### src/common/cpu_consts.svh
`ifndef CPU_CONSTS_SVH
`define CPU_CONSTS_SVH

// Instruction memory address width in words.
`define IMEM_ADDR_W 8

// Bytes held between the receiver and the core.
`define FIFO_DEPTH 16

// Clock cycles per serial bit, both directions.
// Must be even so the receiver can find mid-bit.
`define CLKS_PER_BIT 8

`endif
### src/common/link_pkg.sv
package link_pkg;

	typedef logic [7:0] byte_t;

	// Receiver frame phases.
	typedef enum logic [1:0] {
		RX_IDLE,
		RX_START,
		RX_DATA,
		RX_STOP
	} rx_state_e;

	// Transmitter frame phases.
	typedef enum logic [1:0] {
		TX_IDLE,
		TX_START,
		TX_DATA,
		TX_STOP
	} tx_state_e;

endpackage

### src/uart/uart_rx.sv
`timescale 1ns/1ps
`include "cpu_consts.svh"

module uart_rx import link_pkg::*; (
	input  logic  CLK,
	input  logic  rst_n,
	input  logic  rx,
	output logic  rx_valid,
	output byte_t rx_byte
);
	localparam int CNT_W = $clog2(`CLKS_PER_BIT) + 1;
	localparam logic [CNT_W-1:0] BIT_END = CNT_W'(`CLKS_PER_BIT - 1);
	localparam logic [CNT_W-1:0] HALF_END = CNT_W'(`CLKS_PER_BIT / 2 - 1);

	rx_state_e state;
	logic [CNT_W-1:0] cnt;
	logic [2:0] bit_idx;
	logic rx_meta;
	logic rx_sync;

	always_ff @(posedge CLK or negedge rst_n) begin
		if (!rst_n) begin
			rx_meta <= 1'b1; // Idle line level.
			rx_sync <= 1'b1;
		end else begin
			rx_meta <= rx;
			rx_sync <= rx_meta;
		end
	end

	always_ff @(posedge CLK or negedge rst_n) begin
		if (!rst_n) begin
			state <= RX_IDLE;
			cnt <= '0;
			bit_idx <= '0;
			rx_valid <= 1'b0;
		end else begin
			rx_valid <= 1'b0;
			cnt <= cnt + 1'b1;
			case (state)
				RX_IDLE: begin
					cnt <= '0;
					if (!rx_sync) state <= RX_START;
				end
				RX_START: if (cnt == HALF_END) begin
					cnt <= '0;
					bit_idx <= '0;
					state <= rx_sync ? RX_IDLE : RX_DATA; // Glitch, not a start bit.
				end
				RX_DATA: if (cnt == BIT_END) begin
					cnt <= '0;
					bit_idx <= bit_idx + 1'b1;
					if (bit_idx == 3'd7) state <= RX_STOP;
				end
				RX_STOP: if (cnt == BIT_END) begin
					state <= RX_IDLE;
					rx_valid <= rx_sync; // Framing error drops the byte.
				end
			endcase
		end
	end

	// LSB arrives first.
	always_ff @(posedge CLK) begin
		if (state == RX_DATA && cnt == BIT_END) rx_byte <= {rx_sync, rx_byte[7:1]};
	end

endmodule

### config.mk
export PLATFORM = sky130hd
export DESIGN_NAME = uart_rx
export DESIGN_NICKNAME = d
export VERILOG_FILES = /design/src/common/link_pkg.sv /design/src/uart/uart_rx.sv
export VERILOG_INCLUDE_DIRS = /design/src /design/src/common
export SDC_FILE = /design/constraint.sdc
export NUM_CORES = 1
export LEC_CHECK = 0
export BUFFER_PORTS_ARGS = -buffer_cell sky130_fd_sc_hd__clkbuf_2
export CAP_MARGIN = 20
export CELL_PAD_IN_SITES_DETAIL_PLACEMENT = 2
export CELL_PAD_IN_SITES_GLOBAL_PLACEMENT = 2
export CORE_MARGIN = 3
export CORE_UTILIZATION = 39
export DETAILED_ROUTE_END_ITERATION = 16
export PLACE_DENSITY = 0.89
export SYNTH_ARGS = -nofsm -noshare
export SYNTH_HDL_FRONTEND = slang
export SYNTH_SLANG_ARGS = --single-unit
export TNS_END_PERCENT = 20
### constraint.sdc
create_clock -name CLK -period 3.5 [get_ports CLK]
set_input_delay 0.35 -clock CLK [delete_from_list [all_inputs] [get_ports CLK]]
set_output_delay 0.35 -clock CLK [all_outputs]
set_load 0.01 [all_outputs]
==> flow_metrics.env, run 1 <==
export IMPL_status="finished, final reports clean"
export IMPL_num_nets_final=84
export IMPL_cts_clk_slew_worst_paths_ns=0.11
export IMPL_path_class="reg -> reg"
export IMPL_max_slew_margin_rel=0.764
export IMPL_ant_nets=0
export IMPL_slew_violations=0
export IMPL_leakage_nw=0.424
export IMPL_netlist_cell_type_count=26
export IMPL_avgSynthCellArea_um2=13.4
export IMPL_tns_ns=0
export IMPL_synth_top_cell_area_share=0.296
export IMPL_diodes=0
export IMPL_area_growth_pct=16.0
export IMPL_gp_congestion=0.729
export IMPL_clock_sinks=20
export IMPL_overflow=0
export IMPL_final_common_cell="clkbuf_2"
export IMPL_syn_nets=69
export IMPL_min_path_type="in -> reg"
export IMPL_cp_required_ns=3.52
export IMPL_hpwl_um=1360
export IMPL_cts_resized=0
export IMPL_fmax_mhz=666
export IMPL_yosys_top_cells_area="dfrtp_1, edfxtp_1, dfstp_2"
export IMPL_antenna_found_initial=0
export IMPL_synth_seq_cells=20
export IMPL_cts_root_buf="clkbuf_4"
export IMPL_routedWlPerCell_um=17.1
export IMPL_p_per_area_nw_per_um2=715
export IMPL_period_minus_slack_ns=1.50
export IMPL_finalHoldViolCount=0
export IMPL_cts_setup_buffers=0
export IMPL_critical_path_arrival_ns=1.52
export IMPL_syn_area_um2=845
export IMPL_via_per_inst=5.28
export IMPL_start_util=0.422
export IMPL_drt_iter0_drc=4
export IMPL_vias=549
export IMPL_placement_rows=16
export IMPL_grt_max_degree=13
export IMPL_postSynthCellCount=63
export IMPL_die_area_um2=2760
export IMPL_finalSetupViolations=0
export IMPL_synth_largest_area_cell="dfrtp_1"
export IMPL_die_width_um=52.5
export IMPL_drt_wl_total_um=1780
export IMPL_finalCritPeriodShare=0.429
export IMPL_grt_total_usage=0.166
export IMPL_grt_pass1_vias=649
export IMPL_endpoint_kind="register"
export IMPL_ys_seq_area_frac=0.643
export IMPL_h_tree_depth=1
export IMPL_firstDrtPassIters=3
export IMPL_grt_pass1_wl_um=3150
export IMPL_die_h_um=52.5
export IMPL_p_total_mw=0.701
export IMPL_core_um2=2000
export IMPL_port_buffer_count=11
export IMPL_crit_path_max_fanout=11
export IMPL_fin_skew_ns=0.00575
export IMPL_drc_errors=0
export IMPL_layout_drive_gt1_share=0.299
export IMPL_clk_path_buf_depth=2
export IMPL_maxCapViolCount=0
export IMPL_io_pins=12
export IMPL_worst_slew_pin_slew_ns=0.354
export IMPL_layout_common_cells="clkbuf_2, dfrtp_1, edfxtp_1"
export IMPL_finish_utilization=0.489
export IMPL_critPathLaunchType="register"
export IMPL_tritoncts_num_buffers=3
export IMPL_cts_tree="done"
export IMPL_rsz0062_at_grt="false"
export IMPL_yosysWarnings=0
export IMPL_ir_worst_vdd_mv=0.357
export IMPL_clk_latency_ns=0.31
## critical path, stage by stage (launching register included)
cell and delay, ns:
dfrtp_1 0.39, ha_1 0.25, nor2b_1 0.20, and4_4 0.36
## routing by layer
metal / part of all wire / track usage
met1: 0.44 / 0.206
met2: 0.51 / 0.264
met5: 0 / 0
met3: 0.036 / 0.0598
met4: 0.013 / 0.0596
## kinds of logic (layout without fill, tap and decap cells)
group / count (synthesis) / in the layout / share of synthesized area
AOI/OAI and AO/OA: 13 / 13 / 0.117
xor gates and xnor gates: 2 / 2 / 0.0207
adders and majority gates: 3 / 3 / 0.0444
buffers and inverters: 7 / 21 / 0.0415
DFF: 20 / 20 / 0.643
muxes: 1 / 1 / 0.0133
and+or+nand+nor: 17 / 17 / 0.120
## final cells by class
class	instances	area [um2]
fillers	208	1020
clock inverters	1	30.0
flip-flops and latches	20	543
inverters	5	18.8
well taps	27	33.8
multi-input cells	36	267
repair buffers	12	65.1
clock buffers	3	22.5
## cell usage after synthesis
| cell type | number |
|---|---|
| buf_6 | 1 |
| dfrtp_1 | 10 |
| a211o_1 | 1 |
| nand3_1 | 1 |
| clkbuf_2 | 1 |
| o211ai_1 | 1 |
| nor2b_1 | 2 |
| and4bb_2 | 1 |
| inv_1 | 5 |
| and4_4 | 1 |
| nor2_1 | 7 |
| nand2_1 | 1 |
| o31a_1 | 1 |
| a21oi_1 | 5 |
| and3_1 | 2 |
| nand4bb_1 | 1 |
| o21ai_0 | 1 |
| xnor2_1 | 1 |
| o22ai_1 | 1 |
| edfxtp_1 | 8 |
| a211oi_2 | 3 |
| ha_1 | 3 |
| xor2_1 | 1 |
| dfstp_2 | 2 |
| mux2_2 | 1 |
| nand2b_1 | 1 |
## flip-flops by register name, summed over array words and instances, names as in the netlist, named ones only
register / cells
cnt: 4
rx_valid: 1
rx_sync: 1
rx_byte: 8
rx_meta: 1
bit_idx: 3
state: 1
## metrics by stage
stage	instance area, um2	instances	hold slack (ns)	worst slack [ns]
after floorplan	845	63	0.0544	2.15
after global placement	917	99	0.255	2.09
after detailed placement	917	99	0.253	2.02
after CTS	980	104	0.0988	2.00
after global routing	980	104	0.0952	1.90
final	980	104	0.105	2.00
## power breakdown
| part | switching (mW) | total [mW] | leakage (nW) | internal, mW |
|---|---|---|---|---|
| logic | 0.0962 | 0.176 | 0.178 | 0.0794 |
| clock network | 0.0720 | 0.188 | 0.0279 | 0.116 |
| registers | 0.0545 | 0.337 | 0.219 | 0.283 |
| total | 0.223 | 0.701 | 0.424 | 0.478 |
## path summary, 6_finish.rpt
check | start | end | slack (ns) | cells after the start
setup / recovery | cnt[0] | rx_byte[0] | 2.00 | 3
hold / removal | rx | rx_meta | 0.11 | 1
setup reg to reg | cnt[0] | rx_byte[0] | 2.00 | 3
hold reg to reg | rx_meta | rx_sync | 0.37 | 0
max in group asynchronous | rst_n | rx_meta | 2.77 | 2
min in group asynchronous | rst_n | cnt[1] | 0.45 | 2
## what timing repair did
action	CTS	global route
setup endpoints to repair	0	0
hold buffers	1	0
hold endpoints to repair	10	0
Power figures use the tool's default switching activity.
==> inputs of run 2 (changes only) <==
--- a/config.mk
+++ b/config.mk
@@ -11,9 +11,9 @@
 export CELL_PAD_IN_SITES_DETAIL_PLACEMENT = 2
 export CELL_PAD_IN_SITES_GLOBAL_PLACEMENT = 2
 export CORE_MARGIN = 3
-export CORE_UTILIZATION = 39
+export CORE_UTILIZATION = 37
 export DETAILED_ROUTE_END_ITERATION = 16
-export PLACE_DENSITY = 0.89
+export PLACE_DENSITY = 0.85
 export SYNTH_ARGS = -nofsm -noshare
 export SYNTH_HDL_FRONTEND = slang
 export SYNTH_SLANG_ARGS = --single-unit
==> constraint.sdc (replaced) <==
create_clock -name CLK -period 1.4 [get_ports CLK]
set_input_delay 0.14 -clock CLK [delete_from_list [all_inputs] [get_ports CLK]]
set_output_delay 0.14 -clock CLK [all_outputs]
set_load 0.01 [all_outputs]
==> run 2 against run 1 <==
Global-route usage fell by 0.31 points. Final cell count grew 3.8%. Clock-buffer cell count stayed put. Register-to-register slack worse by 1.9 ns. Utilization rose by 1.7 points. Flip-flop and latch count unchanged. Sequential share of layout area decreased by 3.3 points. Worst hold slack improved by 0.15 ns. Die area rose by 4.8%. Clock power increased by 140%. Wire length increased by 5.9%.
==> flow_metrics.env, run 2 (same netlist as run 1, synthesis figures left out) <==
export IMPL_cts_root_buf="clkbuf_4"
export IMPL_fin_area_um2=1040
export IMPL_maxCapViolCount=0
export IMPL_vias=565
export IMPL_firstDrtPassIters=2
export IMPL_postPlaceCellArea_um2=932
export IMPL_critPathBufInv=0
export IMPL_fmax_mhz=742
export IMPL_top_regs="rx_byte: 8 flops, cnt: 4 flops, bit_idx: 3 flops"
export IMPL_place_ws_ns=-0.0438
export IMPL_die_area_um2=2890
export IMPL_r2r_slack_ns=0.05
export IMPL_power_frac_seq=0.463
export IMPL_clk_latency_ns=0.30
export IMPL_worst_slew_pin_slew_ns=0.301
export IMPL_top_register="rx_byte"
export IMPL_tritoncts_num_buffers=3
export IMPL_drc_errors=0
export IMPL_finalCritPeriodShare=0.963
export IMPL_core_um2=2060
export IMPL_path_class="reg -> reg"
export IMPL_placement_rows=16
export IMPL_die_width_um=53.8
export IMPL_crit_start="cnt[0]"
export IMPL_reg2reg_from="cnt[0]"
export IMPL_cts_clk_slew_worst_paths_ns=0.11
export IMPL_grt_max_degree=13
export IMPL_cp_required_ns=1.42
export IMPL_grt_pass1_vias=612
export IMPL_cpPeakStageDelay_ns=0.43
export IMPL_gp_congestion=0.776
export IMPL_fin_skew_ns=0.00353
export IMPL_power_internal_mw=1.28
export IMPL_routedWlPerCell_um=17.4
export IMPL_drt_wl_total_um=1880
export IMPL_port_buffer_count=11
export IMPL_drt_iter0_drc=4
export IMPL_switching_share=0.321
export IMPL_p_per_area_nw_per_um2=1800
export IMPL_antenna_found_initial=0
export IMPL_hpwl_um=1230
export IMPL_layout_drive_gt1_share=0.370
export IMPL_multi_input_area_um2=304
export IMPL_cp_cell_sequence="ha_4 -> nor2b_4 -> and4_4"
export IMPL_setup_ws_ns=0.0518
export IMPL_final_common_cell="clkbuf_2"
export IMPL_grt_total_usage=0.163
export IMPL_ant_nets=0
export IMPL_grt_pass1_wl_um=3150
export IMPL_cts_tree="done"
export IMPL_combPwrFrac=0.293
export IMPL_finalHoldViolCount=0
export IMPL_via_per_inst=5.23
export IMPL_diodes=0
export IMPL_finalSetupViolations=0
export IMPL_max_slew_margin_rel=0.799
export IMPL_clock_sinks=20
export IMPL_p_clk_frac=0.244
export IMPL_area_growth_pct=23.6
export IMPL_overflow=0
export IMPL_io_pins=12
export IMPL_die_h_um=53.8
export IMPL_endpoint_kind="register"
export IMPL_nFillCells=196
export IMPL_num_nets_final=88
export IMPL_final_seq_area_um2=544
export IMPL_min_path_type="in -> async"
export IMPL_cp_top_family="simple AND/OR/NAND/NOR gates"
export IMPL_cp_slowest_cell="dfrtp_1"
export IMPL_layout_common_cells="clkbuf_2, dfrtp_1, edfxtp_1"
export IMPL_clk_path_buf_depth=2
export IMPL_h_tree_depth=1
export IMPL_ir_worst_vdd_mv=0.878
export IMPL_power_switching_mw=0.605
export IMPL_period_minus_slack_ns=1.35
export IMPL_critPathLaunchType="register"
export IMPL_largest_reg_flops=8
export IMPL_crit_path_max_fanout=5
export IMPL_slew_violations=0
export IMPL_critical_path_arrival_ns=1.37
export IMPL_status="finished, final reports clean"
export IMPL_start_util=0.410
export IMPL_leakage_nw=0.445
## run 2: cell type report
type | instances | share of cell area
Clock buffer | 3 | 0.0216
Clock inverter | 1 | 0.0288
Timing Repair Buffer | 15 | 0.0863
Tap cell | 27 | 0.0324
Inverter | 5 | 0.0180
Sequential cell | 20 | 0.522
Multi-Input combinational cell | 37 | 0.291
## run 2: layer usage
layer | up-vias | global-route usage | part of all wire
li1 | 263 | - | -
met3 | 2 | 0.0582 | 0.045
met5 | - | 0 | 0
met2 | 13 | 0.292 | 0.55
met4 | 0 | 0.0511 | 0.010
met1 | 287 | 0.177 | 0.40
## run 2: power by group through the flow
stage / Sequential, mW / Combinational, mW / Clock, mW
6_report: 0.871 / 0.552 / 0.460
5_1_grt: 0.896 / 0.634 / 0.507
4_1_cts: 0.845 / 0.515 / 0.474
3_5_place_dp: 0.839 / 0.475 / 0
3_3_place_gp: 0.828 / 0.446 / 0
2_1_floorplan: 0.776 / 0.408 / 0
## run 2: through the flow
| step | instances | hold slack [ns] | utilization | TNS, ns | total power [mW] |
|---|---|---|---|---|---|
| 6_report | 108 | 0.251 | 0.506 | 0 | 1.88 |
| 5_1_grt | 108 | 0.256 | 0.506 | -0.150 | 2.04 |
| 4_1_cts | 108 | 0.245 | 0.498 | 0 | 1.83 |
| 3_5_place_dp | 101 | 0.0418 | 0.452 | -0.349 | 1.31 |
| 3_3_place_gp | 101 | 0.0406 | 0.452 | 0 | 1.27 |
| 2_1_floorplan | 63 | -0.156 | - | 0 | 1.18 |
## run 2: repair_timing
action                     CTS  global route
setup endpoints to repair   11            12
hold buffers                 2             0
hold endpoints to repair    13             0
setup buffers                0             0
pin swaps                    1             1
gates cloned                 1             0
gates resized for setup      4             3
## run 2: final timing paths
check	endpoint	cells after the start
worst min-delay path	state[0]	2
max in group asynchronous	rx_sync	2
min in group CLK	rx_sync	0
worst max-delay path	rx_byte[0]	3
worst max register to register	rx_byte[0]	3
worst min register to register	rx_sync	0
