**config.mk**
```make
export PLATFORM = sky130hd
export DESIGN_NAME = uart_tx
export DESIGN_NICKNAME = d
export VERILOG_FILES = /design/src/common/link_pkg.sv /design/src/uart/uart_tx.sv
export VERILOG_INCLUDE_DIRS = /design/src /design/src/common
export SDC_FILE = /design/constraint.sdc
export NUM_CORES = 1
export LEC_CHECK = 0
export BUFFER_PORTS_ARGS = -buffer_cell sky130_fd_sc_hd__buf_2
export CAP_MARGIN = 20
export CORE_AREA = 10 10 51 53
export DETAILED_ROUTE_END_ITERATION = 7
export DIE_AREA = 0 0 61 63
export GPL_TIMING_DRIVEN = 0
export PLACE_DENSITY_LB_ADDON = 0.08
export SLEW_MARGIN = 20
export SYNTH_ARGS = -nofsm -noshare
export SYNTH_HDL_FRONTEND = slang
export SYNTH_SLANG_ARGS = --single-unit
```
**constraint.sdc**
```tcl
create_clock -name CLK -period 2.4 [get_ports CLK]
set_input_delay 0.48 -clock CLK [delete_from_list [all_inputs] [get_ports CLK]]
set_output_delay 0.48 -clock CLK [all_outputs]
set_load 0.01 [all_outputs]
```
**src/common/cpu_consts.svh**
```systemverilog
`ifndef CPU_CONSTS_SVH
`define CPU_CONSTS_SVH

// Instruction memory address width in words.
`define IMEM_ADDR_W 8

// Bytes held between the receiver and the core.
`define FIFO_DEPTH 16

// Clock cycles per serial bit, both directions.
// Must be even so the receiver can find mid-bit.
`define CLKS_PER_BIT 8

`endif
```
**src/common/link_pkg.sv**
```systemverilog
package link_pkg;

	typedef logic [7:0] byte_t;

	// Receiver frame phases.
	typedef enum logic [1:0] {
		RX_IDLE,
		RX_START,
		RX_DATA,
		RX_STOP
	} rx_state_e;

	// Transmitter frame phases.
	typedef enum logic [1:0] {
		TX_IDLE,
		TX_START,
		TX_DATA,
		TX_STOP
	} tx_state_e;

endpackage

```
**src/uart/uart_tx.sv**
```systemverilog
`timescale 1ns/1ps
`include "cpu_consts.svh"

module uart_tx import link_pkg::*; (
	input  logic  CLK,
	input  logic  rst_n,
	input  logic  out_valid,
	input  byte_t out_byte,
	output logic  out_ready,
	output logic  tx
);
	localparam int CNT_W = $clog2(`CLKS_PER_BIT) + 1;
	localparam logic [CNT_W-1:0] BIT_END = CNT_W'(`CLKS_PER_BIT - 1);

	tx_state_e state;
	logic [CNT_W-1:0] cnt;
	logic [2:0] bit_idx;
	byte_t shift;
	logic bit_done;

	assign out_ready = (state == TX_IDLE);
	assign bit_done = (cnt == BIT_END);

	always_ff @(posedge CLK or negedge rst_n) begin
		if (!rst_n) begin
			state <= TX_IDLE;
			cnt <= '0;
			bit_idx <= '0;
			tx <= 1'b1;
		end else begin
			cnt <= bit_done ? '0 : cnt + 1'b1;
			case (state)
				TX_IDLE: begin
					cnt <= '0;
					if (out_valid) begin
						tx <= 1'b0;
						state <= TX_START;
					end
				end
				TX_START: if (bit_done) begin
					tx <= shift[0];
					bit_idx <= '0;
					state <= TX_DATA;
				end
				TX_DATA: if (bit_done) begin
					bit_idx <= bit_idx + 1'b1;
					tx <= (bit_idx == 3'd7) ? 1'b1 : shift[0];
					if (bit_idx == 3'd7) state <= TX_STOP;
				end
				TX_STOP: if (bit_done) state <= TX_IDLE;
			endcase
		end
	end

	always_ff @(posedge CLK) begin
		if (state == TX_IDLE && out_valid) shift <= out_byte;
		else if ((state == TX_START || state == TX_DATA) && bit_done) shift <= shift >> 1;
	end

	// Whole frame passes before the next byte is taken.
	a_busy_frame: assert property (@(posedge CLK) disable iff (!rst_n)
		out_valid && out_ready |=> !out_ready [*10*`CLKS_PER_BIT]);

endmodule

```
==> results.yml, run 1 <==
status:
  outcome: "finished clean"
worst_setup_path:
  r2r_start: "state[0]$_DFFE_PN0P_"
  crit_type: "flip-flop to output port"
  r2r_setup_slack_ns: 0.58
  r2r_end: "shift[6]$_DFFE_PP_"
  cp-end-kind: "output port"
  critical_path_arrival_ns: 1.34
  reg2reg_depth: 4
  cp-endpoint: "out_ready"
  required_ns: 1.92
  crit_path_start: "state[0]$_DFFE_PN0P_"
  startpoint_type: "flip-flop"
  crit_fanout: 8
timing:
  fin_ws_ns: 0.581
  grt_setup_unrepaired: "no"
  fin_tns_setup_ns: 0
  timing.final.crit_period_ns: 1.82
  worst_slew_pin_slew_ns: 0.366
  slew_viol_final: 0
  holdWs_ns: 0.0246
  max_slew_margin_pct: 75.4
  min_period_over_period_pct: 75.8
  setup_viol: 0
  skew_ns: 0.00152
  hold_viol: 0
  fmax_mhz: 550
yosys:
  netlist_instances: 69
  ys_async_sr_fraction_pct: 55.6
  synthSimpleGateAreaFrac_pct: 10.6
  synth_top_area_share_pct: 25.5
  synthXorXnorAreaFrac_pct: 0.928
  syn_avg_cell_area_um2: 13.7
  synth_flop_cell: "dfrtp_1"
  yosysTopAreaCell: "edfxtp_1"
  synth.most_common_cell: "dfrtp_1"
  synth_top_family_by_area: "multiplexers"
  synth.area.mux_share_pct: 13.3
  synthAdderAreaFrac_pct: 10.6
  synthTopCellsByArea: "edfxtp_1 (25%), dfrtp_1 (24%), ha_1 (11%)"
  syn-num-nets: 88
  synth_compound_area_share_pct: 9.15
  synth.distinct_cells: 28
  yosys-top-cells-count: "dfrtp_1 (9), edfxtp_1 (8), ha_1 (8)"
  ys_ff_latch: 18
  synth_edf_count: 8
  yosys_warnings: 0
  syn-cell-area_um2: 943
  synth-seq-area-share_pct: 52.1
place:
  port-buffer-count: 12
  dp_hpwl_mm: 1.13
  gp_congestion: 0.699
  dp_worst_setup_slack_ns: 0.577
power:
  p_total_uw: 520
  p_sw_uw: 102
  swShare_pct: 19.7
  comb_power_share_pct: 2.1
  ir_worst_vdd_mv: 0.298
  power.internal_uw: 418
  pwr-share-clk_pct: 36.4
  seq_power_share_pct: 61.4
  cellPowerDensity_nw_per_um2: 490
  power_leakage_nw: 0.501
clocking:
  cts.sinks: 18
  cts_buffers: 3
  ctsHoldBuffers: 0
  clk_pin_slew_ns: 0.10
  cts-root-buf: "clkbuf_4"
  cts_max_level: 1
  cts_buffer_depth: 2
  tritoncts: "built"
  clock_latency_ns: 0.29
  cts_resized: 0
  cts_setup_buffers: 0
drt:
  antenna_left: 0
  drt_pre_antenna_iters: 3
  drcViolationCount: 0
  wl_per_cell_um: 14.8
  via_per_inst: 5.71
  vias: 582
  drtIter0Drc: 6
  wirelength_mm: 1.51
floorplanning:
  die_w_um: 61
  rows: 15
  die_h_um: 63
  start_util_pct: 57.1
  fp.coreArea_um2: 1650
  ios: 13
  dieArea_um2: 3840
global_routing:
  grt_max_degree: 11
  grt_pass1_vias: 611
  globalRouteTotalUtil_pct: 8.95
  antenna_found_initial: 0
  grt_pass1_wl_mm: 2.71
  grt-ovfl-total: 0
hold_path:
  hp-class: "primary input to async pin"
job:
  max_cap_violations: 0
finish:
  fillers: 137
  diodes: 0
  drive_gt1_share_pct: 37.6
  area_growth_pct: 12.5
  fin_nets: 105
## worst max-delay path: stages (launching register included)
cell and delay (ns):
dfrtp_1 0.41, inv_1 0.13, ha_1 0.31, buf_2 0.19
## worst min-delay path by stage
stage           from                     end  slack [ns]  cells after the start
5_1_grt        rst_n  bit_idx[2]$_DFFE_PN0P_        0.02                      1
6_report       rst_n    state[0]$_DFFE_PN0P_        0.02                      1
3_3_place_gp   rst_n    state[0]$_DFFE_PN0P_        0.36                      1
3_5_place_dp   rst_n    state[0]$_DFFE_PN0P_        0.36                      1
2_1_floorplan  rst_n  bit_idx[0]$_DFFE_PN0P_        0.18                      0
4_1_cts        rst_n    state[0]$_DFFE_PN0P_        0.03                      1
## layout make-up
class / instances / area [µm²] / area share, %
inverter: 4 / 15.0 / 1.42
buffer: 2 / 16.3 / 1.53
multi-input combinational: 45 / 420 / 39.6
tap: 17 / 21.3 / 2.00
sequential: 18 / 492 / 46.3
clock buffer: 4 / 36.3 / 3.42
timing repair buffer: 12 / 60.1 / 5.66
## per-layer routing
metal / global-route usage, % / share of wire (%) / up-vias
li1: - / - / 279
met1: 11.4 / 46 / 288
met2: 12.9 / 44 / 11
met3: 3.25 / 7.2 / 4
met4: 4.12 / 1.8 / 0
met5: 0 / 0 / -
## flip-flops by register name (all words and copies together), names as in the netlist
| signal | count |
|---|---|
| cnt | 4 |
| shift | 8 |
| tx | 1 |
| state | 2 |
| bit_idx | 3 |
## per-stage QoR
| stage | cells | cell area [µm²] | utilization, % |
|---|---|---|---|
| after floorplan | 69 | 943 | - |
| after global placement | 98 | 1020 | 62.0 |
| after detailed placement | 98 | 1020 | 62.0 |
| after CTS | 102 | 1060 | 64.2 |
| after global routing | 102 | 1060 | 64.2 |
| final | 102 | 1060 | 64.2 |
## logic make-up (layout without fill, tap and decap cells)
group	Yosys count	in the layout
xor gates and xnor gates	1	1
buffers and inverters	6	22
DFF	18	18
AOI/OAI and AO/OA	8	8
adders and majority gates	8	8
muxes	11	11
and+or+nand+nor	17	17
## power by group through the flow
stage | combinational (mW) | clock, mW | sequential, mW
floorplan | 0.000164 | 0 | 0.326
global placement | 0.0113 | 0 | 0.326
detailed placement | 0.0115 | 0 | 0.326
CTS | 0.0116 | 0.193 | 0.320
global route | 0.0130 | 0.205 | 0.320
finish | 0.0111 | 0.190 | 0.320
## cell usage in the layout (no fill, tap or decap)
cell type / Yosys / routed
a21bo_2: 1 / 1
a21boi_0: 1 / 1
a32o_1: 2 / 2
and3_1: 1 / 1
and3b_1: 1 / 1
buf_2: 1 / 13
buf_6: 1 / 1
clkbuf_4: 0 / 3
clkbuf_8: 0 / 1
dfrtp_1: 9 / 9
dfstp_2: 1 / 1
edfxtp_1: 8 / 8
ha_1: 8 / 8
inv_1: 4 / 4
mux2_1: 1 / 1
mux2_2: 7 / 7
mux2_4: 1 / 1
mux2i_1: 2 / 2
nand2_1: 4 / 4
nand3_1: 1 / 1
nand3b_1: 1 / 1
nor2_1: 5 / 5
nor2b_1: 1 / 1
nor3_1: 1 / 1
nor3_4: 1 / 1
o211ai_2: 1 / 1
o21ai_0: 2 / 2
o221ai_4: 1 / 1
or2b_4: 1 / 1
xnor2_1: 1 / 1
No activity file was read; power rests on OpenSTA's default activity.
==> run 2, diff against run 1 <==
--- a/config.mk
+++ b/config.mk
@@ -8,9 +8,9 @@
 export LEC_CHECK = 0
 export BUFFER_PORTS_ARGS = -buffer_cell sky130_fd_sc_hd__buf_2
 export CAP_MARGIN = 20
-export CORE_AREA = 10 10 51 53
+export CORE_AREA = 10 10 53 55
 export DETAILED_ROUTE_END_ITERATION = 7
-export DIE_AREA = 0 0 61 63
+export DIE_AREA = 0 0 63 65
 export GPL_TIMING_DRIVEN = 0
 export PLACE_DENSITY_LB_ADDON = 0.08
 export SLEW_MARGIN = 20
==> constraint.sdc (replaced) <==
create_clock -name CLK -period 1.8 [get_ports CLK]
set_input_delay 0.36 -clock CLK [delete_from_list [all_inputs] [get_ports CLK]]
set_output_delay 0.36 -clock CLK [all_outputs]
set_load 0.01 [all_outputs]
==> results.yml, run 2 (synthesized netlist as in run 1, its figures left out) <==
timing:
  timing.final.crit_period_ns: 1.70
  worst_slew_pin_slew_ns: 0.353
  grt_setup_unrepaired: "no"
  fin_ws_ns: 0.105
  max_slew_margin_pct: 76.2
  skew_ns: 0.00469
  fin_tns_setup_ns: 0
  setup_viol: 0
  hold_viol: 0
  slew_viol_final: 0
  fmax_mhz: 590
  min_period_over_period_pct: 94.2
worst_setup_path:
  path_delay_family: "flip-flops"
  cp_slowest_cell: "dfrtp_1"
  critical_path_arrival_ns: 1.34
  max_stage_delay_ns: 0.41
  r2r_end: "state[1]$_DFFE_PN0P_"
  path_cells: "inv_1 > ha_1 > buf_2"
  startpoint_type: "flip-flop"
  critical_path_buf_inv_count: 2
  r2r_setup_slack_ns: 0.12
  reg2reg_depth: 5
  crit_fanout: 8
  cp-end-kind: "output port"
  crit_type: "flip-flop to output port"
  r2r_start: "state[0]$_DFFE_PN0P_"
  required_ns: 1.44
drt:
  wirelength_mm: 1.44
  wl_per_cell_um: 12.7
  drcViolationCount: 0
  drt_pre_antenna_iters: 3
  vias: 554
  via_per_inst: 4.90
  antenna_left: 0
  drtIter0Drc: 6
finish:
  drive_gt1_share_pct: 38.4
  fin_nets: 106
  top_register: "shift"
  final_common_cell: "buf_2"
  area_growth_pct: 14.3
  final_cell_mix: "buf_2 (13), dfrtp_1 (9), ha_1 (8), edfxtp_1 (8), mux2_2 (7)"
  utilization_pct: 57.9
  largest_register_ffs: 8
  largestRegisters: "shift (8), cnt (4), bit_idx (3)"
  diodes: 0
  fillers: 154
floorplanning:
  rows: 16
  dieArea_um2: 4100
  ios: 13
  start_util_pct: 50.7
  die_h_um: 65
  die_w_um: 63
  fp.coreArea_um2: 1860
global_routing:
  antenna_found_initial: 0
  grt-ovfl-total: 0
  grt_pass1_wl_mm: 2.59
  grt_pass1_vias: 604
  grt_max_degree: 11
  globalRouteTotalUtil_pct: 7.85
hold_path:
  whs_path_depth: 2
  min_to: "shift[3]$_DFFE_PP_"
  min_from: "out_byte[3]"
  hp-class: "primary input to flip-flop"
clocking:
  cts.sinks: 18
  cts_buffer_depth: 2
  clk_pin_slew_ns: 0.10
  cts_setup_buffers: 0
  cts_max_level: 1
  clock_latency_ns: 0.29
  cts-root-buf: "clkbuf_4"
  tritoncts: "built"
  cts_buffers: 3
place:
  dp_worst_setup_slack_ns: 0.0384
  port-buffer-count: 12
  gp_congestion: 0.734
  dp_hpwl_mm: 1.11
job:
  max_cap_violations: 0
status:
  outcome: "finished clean"
power:
  power_leakage_nw: 0.500
  ir_worst_vdd_mv: 0.311
  p_total_uw: 651
  cellPowerDensity_nw_per_um2: 604
==> run 2: changes by cell type in the layout (fill, tap and decap cells not counted) <==
cell           before  now
clkinv_1            0    1
nand2_2             0    2
clkbuf_8            1    0
dlygate4sd3_1       0    1
nand2_1             4    2
==> run 2: stage by stage <==
step / instance area [µm²] / std cells / hold WS (ns)
2_1_floorplan: 943 / 69 / 0.0644
3_3_place_gp: 1040 / 108 / 0.232
3_5_place_dp: 1040 / 108 / 0.236
4_1_cts: 1070 / 113 / 0.352
5_1_grt: 1080 / 113 / 0.351
6_report: 1080 / 113 / 0.357
==> run 2: per-layer routing <==
layer | up-vias | share of wire (%) | wire length [µm] | global-route usage [%]
li1 | 281 | - | - | -
met1 | 257 | 53 | 758 | 9.44
met2 | 12 | 40 | 581 | 11.8
met3 | 4 | 4.0 | 57 | 2.06
met4 | 0 | 2.6 | 38 | 5.87
met5 | - | 0 | 0 | 0
==> run 2: repair_timing <==
item | CTS | global route
endpoints found under the setup margin | 0 | 9
gates resized for setup | 0 | 2
hold buffers | 1 | 0
endpoints found under the hold margin | 9 | 0
==> run 2: area by class of cell <==
type / count / area [µm²] / area share (%)
inverter: 4 / 15.0 / 1.39
clock buffer: 3 / 22.5 / 2.09
clock inverter: 1 / 3.75 / 0.348
multi-input combinational: 45 / 425 / 39.4
timing repair buffer: 13 / 70.1 / 6.50
sequential: 18 / 492 / 45.6
buffer: 2 / 16.3 / 1.51
tap: 27 / 33.8 / 3.13
==> run 2: power by group <==
group          internal [mW]  total (mW)  switching, mW  leakage (nW)
Clock                 0.0807       0.208          0.127        0.0154
Combinational        0.00917      0.0168        0.00767         0.284
Sequential             0.426       0.426              0         0.200
==> run 2: worst reg2reg max path: cells and delay by family, from the launching register on <==
| kind | cells | cell delay [ns] |
|---|---|---|
| AO/OA/AOI/OAI | 1 | 0.08 |
| buffers and inverters | 1 | 0.13 |
| AND/OR/NAND/NOR | 1 | 0.33 |
| adder cells (fa/ha/maj) | 1 | 0.32 |
| multiplexers | 1 | 0.32 |
| flip-flops | 1 | 0.41 |
==> run 2: how the worst max path moves through the flow <==
stage                          from  cells after the start                    to  slack [ns]
5_1_grt        state[0]$_DFFE_PN0P_                      3             out_ready        0.01
4_1_cts        state[0]$_DFFE_PN0P_                      4    shift[1]$_DFFE_PP_        0.02
3_5_place_dp   state[0]$_DFFE_PN0P_                      4    shift[6]$_DFFE_PP_        0.04
2_1_floorplan  state[0]$_DFFE_PN0P_                      5  state[1]$_DFFE_PN0P_        0.19
3_3_place_gp   state[0]$_DFFE_PN0P_                      4    shift[3]$_DFFE_PP_        0.02
6_report       state[0]$_DFFE_PN0P_                      3             out_ready        0.10
