--- src/common/cpu_consts.svh ---
`ifndef CPU_CONSTS_SVH
`define CPU_CONSTS_SVH

// Instruction memory address width in words.
`define IMEM_ADDR_W 8

// Bytes held between the receiver and the core.
`define FIFO_DEPTH 16

// Clock cycles per serial bit, both directions.
// Must be even so the receiver can find mid-bit.
`define CLKS_PER_BIT 8

`endif
--- src/common/link_pkg.sv ---
package link_pkg;

	typedef logic [7:0] byte_t;

	// Receiver frame phases.
	typedef enum logic [1:0] {
		RX_IDLE,
		RX_START,
		RX_DATA,
		RX_STOP
	} rx_state_e;

	// Transmitter frame phases.
	typedef enum logic [1:0] {
		TX_IDLE,
		TX_START,
		TX_DATA,
		TX_STOP
	} tx_state_e;

endpackage

--- src/source/byte_fifo.sv ---
`timescale 1ns/1ps
`include "cpu_consts.svh"

module byte_fifo import link_pkg::*; #(
	parameter int DEPTH = `FIFO_DEPTH
) (
	input  logic  CLK,
	input  logic  rst_n,
	input  logic  push_valid,
	input  byte_t push_byte,
	output logic  pop_valid,
	output byte_t pop_byte,
	input  logic  pop_ready,
	output logic  overflow
);
	localparam int AW = (DEPTH > 1) ? $clog2(DEPTH) : 1;
	localparam int CW = $clog2(DEPTH + 1);
	localparam logic [AW-1:0] LAST = AW'(DEPTH - 1);
	localparam logic [CW-1:0] FULL = CW'(DEPTH);

	byte_t mem [DEPTH];
	logic [AW-1:0] wr_ptr;
	logic [AW-1:0] rd_ptr;
	logic [CW-1:0] count;
	logic push_ok;
	logic pop_ok;

	assign pop_valid = (count != '0);
	assign pop_byte = mem[rd_ptr];
	assign push_ok = push_valid && (count != FULL);
	assign pop_ok = pop_valid && pop_ready;

	always_ff @(posedge CLK) begin
		if (push_ok) mem[wr_ptr] <= push_byte;
	end

	always_ff @(posedge CLK or negedge rst_n) begin
		if (!rst_n) begin
			wr_ptr <= '0;
			rd_ptr <= '0;
			count <= '0;
			overflow <= 1'b0;
		end else begin
			if (push_ok) wr_ptr <= (wr_ptr == LAST) ? '0 : wr_ptr + 1'b1;
			if (pop_ok) rd_ptr <= (rd_ptr == LAST) ? '0 : rd_ptr + 1'b1;
			count <= count + CW'(push_ok) - CW'(pop_ok);
			if (push_valid && !push_ok) overflow <= 1'b1; // Sticky until reset.
		end
	end

	a_count_bound: assert property (@(posedge CLK) disable iff (!rst_n)
		count <= FULL);

endmodule

--- config.mk ---
export PLATFORM = sky130hd
export DESIGN_NAME = byte_fifo
export DESIGN_NICKNAME = d
export VERILOG_FILES = /design/src/common/link_pkg.sv /design/src/source/byte_fifo.sv
export VERILOG_INCLUDE_DIRS = /design/src /design/src/common
export SDC_FILE = /design/constraint.sdc
export NUM_CORES = 1
export LEC_CHECK = 0
export BUFFER_PORTS_ARGS = -buffer_cell sky130_fd_sc_hd__buf_2
export CAP_MARGIN = 15
export CORE_ASPECT_RATIO = 1.4
export CORE_UTILIZATION = 35
export DETAILED_ROUTE_END_ITERATION = 12
export RECOVER_POWER = 25
export SYNTH_ARGS = -nofsm -noshare
export SYNTH_HDL_FRONTEND = slang
export SYNTH_SLANG_ARGS = --single-unit
--- constraint.sdc ---
create_clock -name CLK -period 3.3 [get_ports CLK]
set_input_delay 0.66 -clock CLK [delete_from_list [all_inputs] [get_ports CLK]]
set_output_delay 0.66 -clock CLK [all_outputs]
set_load 0.02 [all_outputs]
==> reports/results.ini, run 1 <==
[power]
seqPwrFrac=0.384
intPower_mw=4.12
leakagePower_nw=2.39
power_mw=6.16
irDropWorstVdd_v=0.000414
swShare=0.332
p_per_area_mw_per_mm2=901
clockPowerShare=0.300
pwr-share-comb=0.316
switchingPower_mw=2.04

[setup_path]
cp-start-kind=register
arrival_ps=2270
worstPathMaxFanout=12
path_buf_inv=2
critPathCapture=pop_byte[0]
worst_ep_required_time_ps=2640
worstPathCellList=buf_4 > mux4_2 > a32oi_1 > o21ai_0 > buf_2
critPathCaptureType=output pin
reg2reg_depth=13
crit_cells=5
worstReg2RegStart=count[3]$_DFF_PN0_
rrSetupSlack_ps=550
crit_family=flip-flops
timing.rr.end=count[4]$_DFF_PN0_
cp_slowest_stage_delay_ps=610
setup.worst_path.class=reg2out
slowest_stage=dfrtp_2
crit_start=rd_ptr[1]$_DFFE_PN0P_

[routing]
drtAntennaViolNets=0
first_pass_iters=4
wl_per_cell_um=20.6
drc=0
viasPerCell=5.23
drt_iter0_drc=183
postRouteWirelength_mm=11.8
num_vias=2997

[timing]
fin_crit_ps=2930
drv_slew=0
whs_ps=314
fin_crit_sh=0.887
rsz0062_at_grt=no
worst_slack_ps=372
max_freq_mhz=341
setup_tns_ps=0
finalClockSkew_ps=9.46
tightest_slew_ps=826
finalSetupViolCount=0
relSlewSlack=0.449
hold_viol=0

[global_routing]
use_met1=0.167
busiest_layer=met2
gr-usage-met3=0.0357
grt_usage=0.149
grt_pass1_vias=3219
antenna_found_initial=0
grt_pass1_wl_mm=18.6
grt_max_degree=30
overflow=0
grtUsageMet2=0.271

[final_layout]
fin_util=0.423
synthToLayoutAreaGrowth_pct=18.0
final_cell_mix=edfxtp_1 (128), mux4_2 (24), mux2i_1 (24)
multiInputGateArea_mm2=0.00146
final-seq-area_mm2=0.00420
fin_nets=385
fin_cells=573
final_common_cell=edfxtp_1
fillers=1414
design_area_mm2=0.00683
diodes=0
drive_above_1_share=0.267

[min_path]
holdCritPathClass=in2async

[clock_network]
post-cts-setup-buffers=0
cts_inserted_buffers=17
clockRootBuffer=clkbuf_16
postCtsHoldBufs=0
ctsResizeCount=0
cts_sinks=142
worstSkewPairLatency_ps=420
h-tree-depth=4
clock_path_buffers=2
clk_pin_slew_worst_paths_ps=60
cts_tree=yes

[synth]
syn_area_per_cell_um2=18.5
ys_warn_count=0
synthDistinctLibCells=36
synth.cell_area_mm2=0.00579
syn_inst=313
synth-seq-area-share=0.724
syn_nets=337
synth-seq-cells=142

[die]
rows=55
start_util=0.358
dieWidth_um=111
core_mm2=0.0162
ios=22
dieHeight_um=154
dieArea_mm2=0.0171

[placed_design]
dp_hpwl_mm=7.91
placed_area_mm2=0.00626
dp_slack_ps=552
port_buffers=21
gp_congestion=0.726
place_inst=541

[run_status]
status=finished clean

[flow_run]
cap_viol_max_count=0

-- sequential cells by signal, indices dropped and copies added (netlist names) --
| register | flops |
|---|---|
| count | 5 |
| overflow | 1 |
| wr_ptr | 4 |
| rd_ptr | 4 |
| mem | 128 |
-- worst min-delay path by stage --
stage                         start                    to  slack (ps)  depth (start not counted)
3_5_place_dp   overflow$_DFFE_PN0P_  overflow$_DFFE_PN0P_         440                          1
6_report                      rst_n    count[3]$_DFF_PN0_         310                          1
2_1_floorplan                 rst_n    count[0]$_DFF_PN0_         360                          0
5_1_grt                       rst_n    count[4]$_DFF_PN0_         370                          1
4_1_cts                       rst_n    count[3]$_DFF_PN0_         140                          1
3_3_place_gp   overflow$_DFFE_PN0P_  overflow$_DFFE_PN0P_         440                          1
-- layer usage --
layer  vias up  wire length, µm
met5         -                0
met4         0              231
met3        17              370
met2        63             6420
met1      1572             4760
li1       1345                -
-- layout make-up --
| cell class | count | area share |
|---|---|---|
| Clock buffer | 17 | 0.0623 |
| Sequential cell | 142 | 0.614 |
| Clock inverter | 15 | 0.0222 |
| Multi-Input combinational cell | 143 | 0.214 |
| Tap cell | 199 | 0.0364 |
| Timing Repair Buffer | 45 | 0.0441 |
| Inverter | 12 | 0.00659 |
-- kinds of logic after synthesis --
logic type / after synthesis / synth area share
XOR/XNOR: 6 / 0.00907
AND/OR/NAND/NOR: 38 / 0.0328
flip-flops: 142 / 0.724
adder cells (fa/ha/maj): 12 / 0.0272
multiplexers: 50 / 0.140
buffers and inverters: 28 / 0.0231
AO/OA/AOI/OAI: 37 / 0.0436
-- power by group through the flow --
stage,registers (mW),clock network [mW],logic (mW)
floorplan,2.31,0,1.42
global placement,2.39,0,1.94
detailed placement,2.41,0,1.98
CTS,2.37,1.88,1.99
global route,2.39,1.94,2.12
finish,2.37,1.85,1.94
-- cells in the mapped netlist, drive strengths merged --
cell / count / share of area
a21o: 3 / 0.0039
a21oi: 3 / 0.0026
a22o: 1 / 0.0015
a22oi: 8 / 0.010
a31oi: 1 / 0.0011
a32oi: 8 / 0.012
and2: 2 / 0.0026
and4bb: 1 / 0.0022
buf: 10 / 0.011
clkbuf: 6 / 0.0041
dfrtp: 14 / 0.060
edfxtp: 128 / 0.66
fa: 1 / 0.0035
ha: 11 / 0.024
inv: 12 / 0.0078
mux2: 2 / 0.0052
mux2i: 24 / 0.041
mux4: 24 / 0.093
nand2: 8 / 0.0052
nand2b: 2 / 0.0022
nand3: 4 / 0.0035
nor2: 13 / 0.0084
nor2b: 2 / 0.0022
nor3: 5 / 0.0043
o21ai: 11 / 0.0095
o21bai: 1 / 0.0013
o31ai: 1 / 0.0013
or4b: 1 / 0.0024
xnor2: 4 / 0.0060
xor2: 2 / 0.0030
-- worst register-to-register path, cell delays in order, from the launching register on --
cell,delay (ps)
dfrtp_1,390
inv_1,80
ha_1,150
or4b_4,470
and2_4,200
ha_1,270
inv_1,60
ha_1,160
inv_1,60
fa_1,400
inv_1,70
a21oi_1,60
o21bai_1,160
xnor2_1,140
No activity file was read; power rests on OpenSTA's default activity.
==> run 2, diff against run 1 <==
--- a/config.mk
+++ b/config.mk
@@ -16,2 +16,3 @@
 export SYNTH_HDL_FRONTEND = slang
 export SYNTH_SLANG_ARGS = --single-unit
+export TNS_END_PERCENT = 5
==> constraint.sdc (replaced) <==
create_clock -name CLK -period 3.3 [get_ports CLK]
set_input_delay 0.66 -clock CLK [delete_from_list [all_inputs] [get_ports CLK]]
set_output_delay 0.66 -clock CLK [all_outputs]
set_load 0.01 [all_outputs]
==> run 2 against run 1 <==
Against the previous run: count of clock-buffer cells in the layout unchanged; cell count up 0.17%; sequential cell count did not move; global-route usage shrank 0.87 points; clock power up 3%; critical path depth did not move; sequential power is essentially flat.
==> reports/results.ini, run 2 (synthesized netlist as in run 1, its figures left out) <==
[final_layout]
largest_reg_flops=128  ; unchanged
fin_nets=386  ; +0.26%
multiInputGateArea_mm2=0.00146  ; unchanged
final-seq-area_mm2=0.00420  ; unchanged
final_common_cell=edfxtp_1
fin_cells=574  ; +0.17%
fin_util=0.425  ; +0.00201
regMostFlops=mem
design_area_mm2=0.00687  ; +0.48%
diodes=0  ; unchanged
reg_top3=mem (128), count (5)
final_cell_mix=edfxtp_1 (128), mux4_2 (24), mux2i_1 (24)
drive_above_1_share=0.275  ; +0.00729
fillers=1380  ; -2.4%
synthToLayoutAreaGrowth_pct=18.5

[clock_network]
cts_tree=yes
clk_pin_slew_worst_paths_ps=60  ; about the same
cts_inserted_buffers=17  ; unchanged
h-tree-depth=4  ; unchanged
worstSkewPairLatency_ps=410  ; about the same
postCtsHoldBufs=0  ; unchanged
cts_sinks=142  ; unchanged
ctsResizeCount=0  ; unchanged
clockRootBuffer=clkbuf_16
post-cts-setup-buffers=0  ; unchanged
clock_path_buffers=2  ; unchanged

[setup_path]
timing.rr.end=count[4]$_DFF_PN0_
cp-start-kind=register
worst_ep_required_time_ps=2640  ; about the same
worstPathCellList=buf_12 > mux4_2 > a32oi_1 > o21ai_0 > buf_2
worstReg2RegStart=count[3]$_DFF_PN0_
rrSetupSlack_ps=560  ; about the same
arrival_ps=2370  ; +100 ps
reg2reg_depth=13  ; unchanged
worstPathMaxFanout=17  ; +5
slowest_stage=dfrtp_2
cp_slowest_stage_delay_ps=640  ; +30 ps
critPathCaptureType=output pin
setup.worst_path.class=reg2out

[global_routing]
gr-usage-met3=0.0353  ; -0.000392
grtUsageMet2=0.247  ; -0.0237
grt_pass1_vias=2995  ; -7.0%
grt_max_degree=26  ; -13%
grt_pass1_wl_mm=17.6  ; -5.5%
use_met1=0.163  ; -0.00360
overflow=0  ; unchanged
grt_usage=0.141  ; -0.00865
busiest_layer=met2
antenna_found_initial=0  ; unchanged

[power]
seqPwrFrac=0.393  ; +0.009
clockPowerShare=0.312  ; +0.012
switchingPower_mw=1.92  ; -6.1%
p_per_area_mw_per_mm2=890  ; -1.3%
pwr-share-comb=0.294  ; -0.022
irDropWorstVdd_v=0.000397  ; -4.1%
swShare=0.314  ; -0.0176
power_mw=6.11  ; -0.79%
intPower_mw=4.19  ; +1.8%
leakagePower_nw=2.41  ; +0.95%

[timing]
tightest_slew_ps=839  ; +13.0 ps
setup_tns_ps=0  ; unchanged
rsz0062_at_grt=no
fin_crit_sh=0.917  ; +0.0298
whs_ps=317  ; +2.64 ps
finalSetupViolCount=0  ; unchanged
max_freq_mhz=330  ; -3.3%
drv_slew=0  ; unchanged
fin_crit_ps=3030  ; +98.5 ps
worst_slack_ps=273  ; -98.5 ps
hold_viol=0  ; unchanged
finalClockSkew_ps=14.5  ; +5.04 ps
relSlewSlack=0.438  ; -0.0107

[routing]
drt_iter0_drc=214  ; +17%
first_pass_iters=5  ; +1
postRouteWirelength_mm=11.3  ; -4.5%
num_vias=2906  ; -3.0%
drtAntennaViolNets=0  ; unchanged
drc=0  ; unchanged
viasPerCell=5.06  ; -3.2%
wl_per_cell_um=19.6  ; -4.6%

[placed_design]
port_buffers=21  ; unchanged
place_inst=542  ; +0.18%
dp_hpwl_mm=7.85  ; -0.76%
dp_slack_ps=551  ; -0.472 ps
placed_area_mm2=0.00627  ; +0.12%
gp_congestion=0.736  ; +1.4%

[die]
core_mm2=0.0162  ; unchanged
rows=55  ; unchanged
dieHeight_um=154  ; unchanged
ios=22  ; unchanged
dieWidth_um=111  ; unchanged
dieArea_mm2=0.0171  ; unchanged
start_util=0.358  ; unchanged

[flow_run]
cap_viol_max_count=0  ; unchanged

[run_status]
status=finished clean

[min_path]
holdCritPathClass=in2async

run 2: worst max-delay path by stage:
| stage | slack [ps] | endpoint | depth (start not counted) | start |
|---|---|---|---|---|
| floorplan | 620 | count[4]$_DFF_PN0_ | 14 | count[3]$_DFF_PN0_ |
| global placement | 650 | count[4]$_DFF_PN0_ | 13 | count[3]$_DFF_PN0_ |
| detailed placement | 550 | count[4]$_DFF_PN0_ | 13 | count[2]$_DFF_PN0_ |
| CTS | 180 | pop_byte[2] | 5 | rd_ptr[0]$_DFFE_PN0P_ |
| global route | 110 | pop_byte[7] | 5 | rd_ptr[0]$_DFFE_PN0P_ |
| finish | 270 | pop_byte[2] | 5 | rd_ptr[0]$_DFFE_PN0P_ |
run 2: area by class of cell:
| cell class | instances | area share |
|---|---|---|
| flip-flops and latches | 142 | 0.611 |
| multi-input cells | 143 | 0.213 |
| clock buffers | 17 | 0.0620 |
| repair buffers | 46 | 0.0452 |
| well taps | 199 | 0.0363 |
| clock inverters | 15 | 0.0255 |
| inverters | 12 | 0.00656 |
run 2: metal layers:
metal | wire length (µm) | up-vias
met5 | 0 | -
met4 | 169 | 0
met3 | 338 | 12
met2 | 6190 | 53
met1 | 4560 | 1497
li1 | - | 1344
run 2: power groups by stage:
stage	combinational (mW)	clock (mW)	sequential, mW
final	1.80	1.91	2.40
after global routing	1.97	2.01	2.43
after CTS	1.84	1.94	2.41
after detailed placement	1.84	0	2.44
after global placement	1.80	0	2.43
after floorplan	1.34	0	2.31
run 2: critical path, delay by kind of cell, from the launching register on:
family / cells / cell delay [ps]
AO/OA/AOI/OAI: 2 / 370
multiplexers: 1 / 510
flip-flops: 1 / 640
buffers and inverters: 2 / 430
==> run 3, diff against run 2 <==
Settings changed: BUFFER_PORTS_ARGS -buffer_cell sky130_fd_sc_hd__buf_2 to default, DONT_BUFFER_PORTS from default to 1.
==> run 3 against run 2 <==
Against the previous run: combinational power fell by 6%; die area did not move; routed wire length rose by 2.1%; cell area fell by 1.9%; worst setup slack improved by 120 ps; non-clock buffer count fell by 21; clock power fell by 4%; power fell by 3.0%; register-to-register slack got worse by 70 ps; core utilization fell by 0.82 points; critical path type unchanged; highest routed layer unchanged.
==> reports/results.ini, run 3 (synthesized netlist as in run 1, its figures left out) <==
[final_layout]
reg_top3=mem (128), count (5)
fin_nets=365  ; -5.4%
drive_above_1_share=0.243  ; -0.0317
final_cell_mix=edfxtp_1 (128), mux4_2 (24), mux2i_1 (24)
largest_reg_flops=128  ; unchanged
diodes=0  ; unchanged
synthToLayoutAreaGrowth_pct=16.2
regMostFlops=mem
final_common_cell=edfxtp_1

[power]
switchingPower_mw=1.90  ; -1.1%
p_per_area_mw_per_mm2=880  ; -1.1%
seqPwrFrac=0.405  ; +0.012
leakagePower_nw=2.33  ; -3.5%
swShare=0.320  ; +0.00591
pwr-share-comb=0.285  ; -0.009
irDropWorstVdd_v=0.000413  ; +4.2%
intPower_mw=4.03  ; -3.8%
power_mw=5.93  ; -3.0%
clockPowerShare=0.310  ; -0.002

[routing]
postRouteWirelength_mm=11.5  ; +2.1%
viasPerCell=5.14  ; +1.6%
first_pass_iters=4  ; -1
drtAntennaViolNets=0  ; unchanged
wl_per_cell_um=20.8  ; +6.0%
drt_iter0_drc=173  ; -19%
num_vias=2844  ; -2.1%
drc=0  ; unchanged

[placed_design]
dp_hpwl_mm=7.87  ; +0.24%
gp_congestion=0.779  ; +5.8%
port_buffers=0  ; -100%

[run_status]
status=finished clean

[die]
core_mm2=0.0162  ; unchanged
dieWidth_um=111  ; unchanged
start_util=0.358  ; unchanged
ios=22  ; unchanged
dieHeight_um=154  ; unchanged
dieArea_mm2=0.0171  ; unchanged
rows=55  ; unchanged

[timing]
max_freq_mhz=344  ; +4.0%
hold_viol=0  ; unchanged
whs_ps=342  ; +24.8 ps
setup_tns_ps=0  ; unchanged
rsz0062_at_grt=no
drv_slew=0  ; unchanged
finalClockSkew_ps=10.3  ; -4.24 ps
fin_crit_ps=2910  ; -116 ps
fin_crit_sh=0.882  ; -0.0352
tightest_slew_ps=917  ; +77.6 ps
finalSetupViolCount=0  ; unchanged
relSlewSlack=0.386  ; -0.0519

[setup_path]
slowest_stage=mux4_2
crit_family=multiplexers
worst_ep_required_time_ps=2640  ; about the same
path_buf_inv=1  ; -1
cp-start-kind=register
critPathCaptureType=output pin
worstPathMaxFanout=24  ; +7
setup.worst_path.class=reg2out
worstPathCellList=buf_12 > mux4_2 > a32oi_1 > o21ai_0
cp_slowest_stage_delay_ps=550  ; -90 ps
arrival_ps=2250  ; -120 ps

[clock_network]
clock_path_buffers=2  ; unchanged
worstSkewPairLatency_ps=410  ; about the same
clockRootBuffer=clkbuf_16
h-tree-depth=4  ; unchanged
cts_sinks=142  ; unchanged
clk_pin_slew_worst_paths_ps=70  ; about the same
cts_tree=yes
post-cts-setup-buffers=0  ; unchanged
cts_inserted_buffers=17  ; unchanged

[global_routing]
grt_pass1_wl_mm=17.8  ; +0.86%
antenna_found_initial=0  ; unchanged
grt_pass1_vias=2996  ; +0.033%
grt_max_degree=25  ; -3.8%
grt_usage=0.142  ; +0.00134
overflow=0  ; unchanged

[flow_run]
cap_viol_max_count=0  ; unchanged

[min_path]
holdCritPathClass=in2reg

[run 3: what timing repair did]
action,in CTS,in global routing
resized for setup,0,0
hold buffers,1,0
endpoints found under the hold margin,14,0
setup endpoints to repair,0,0
[run 3: area by class of cell]
type	count	area, µm²
multi-input combinational	143	1460
clock inverter	15	150
timing repair buffer	25	203
clock buffer	17	425
tap	199	249
fill	1391	9440
inverter	12	45.0
sequential	142	4200
[run 3: worst paths after layout]
check,start,to,slack [ps],depth (start not counted)
worst max-delay path,rd_ptr[0]$_DFFE_PN0P_,pop_byte[2],390,4
worst min-delay path,push_byte[5],mem[12][5]$_DFFE_PP_,340,0
worst max register to register,count[2]$_DFF_PN0_,count[4]$_DFF_PN0_,490,13
worst min register to register,overflow$_DFFE_PN0P_,overflow$_DFFE_PN0P_,520,1
max in group asynchronous,rst_n,rd_ptr[0]$_DFFE_PN0P_,2130,1
min in group asynchronous,rst_n,count[1]$_DFF_PN0_,710,1
[run 3: power by group through the flow]
stage | Sequential, mW | Combinational (mW) | Clock, mW
after global placement | 2.42 | 1.69 | 0
after floorplan | 2.31 | 1.34 | 0
after CTS | 2.40 | 1.73 | 1.87
after detailed placement | 2.44 | 1.72 | 0
after global routing | 2.43 | 1.84 | 1.94
final | 2.40 | 1.69 | 1.84
[run 3: per-stage QoR]
step                area, µm²  std cells  setup slack (ps)   util
detailed placement       6150        520               500  0.380
CTS                      6730        553               324  0.416
floorplan                5790        313               616      -
global route             6730        553               279  0.416
finish                   6730        553               389  0.416
global placement         6150        520               606  0.380
[run 3: per-layer routing]
metal	vias up	global-route usage	wire, µm
met4	0	0.0476	76
met2	67	0.260	6370
li1	1300	-	-
met5	-	0	0
met1	1473	0.160	4650
met3	4	0.0357	400
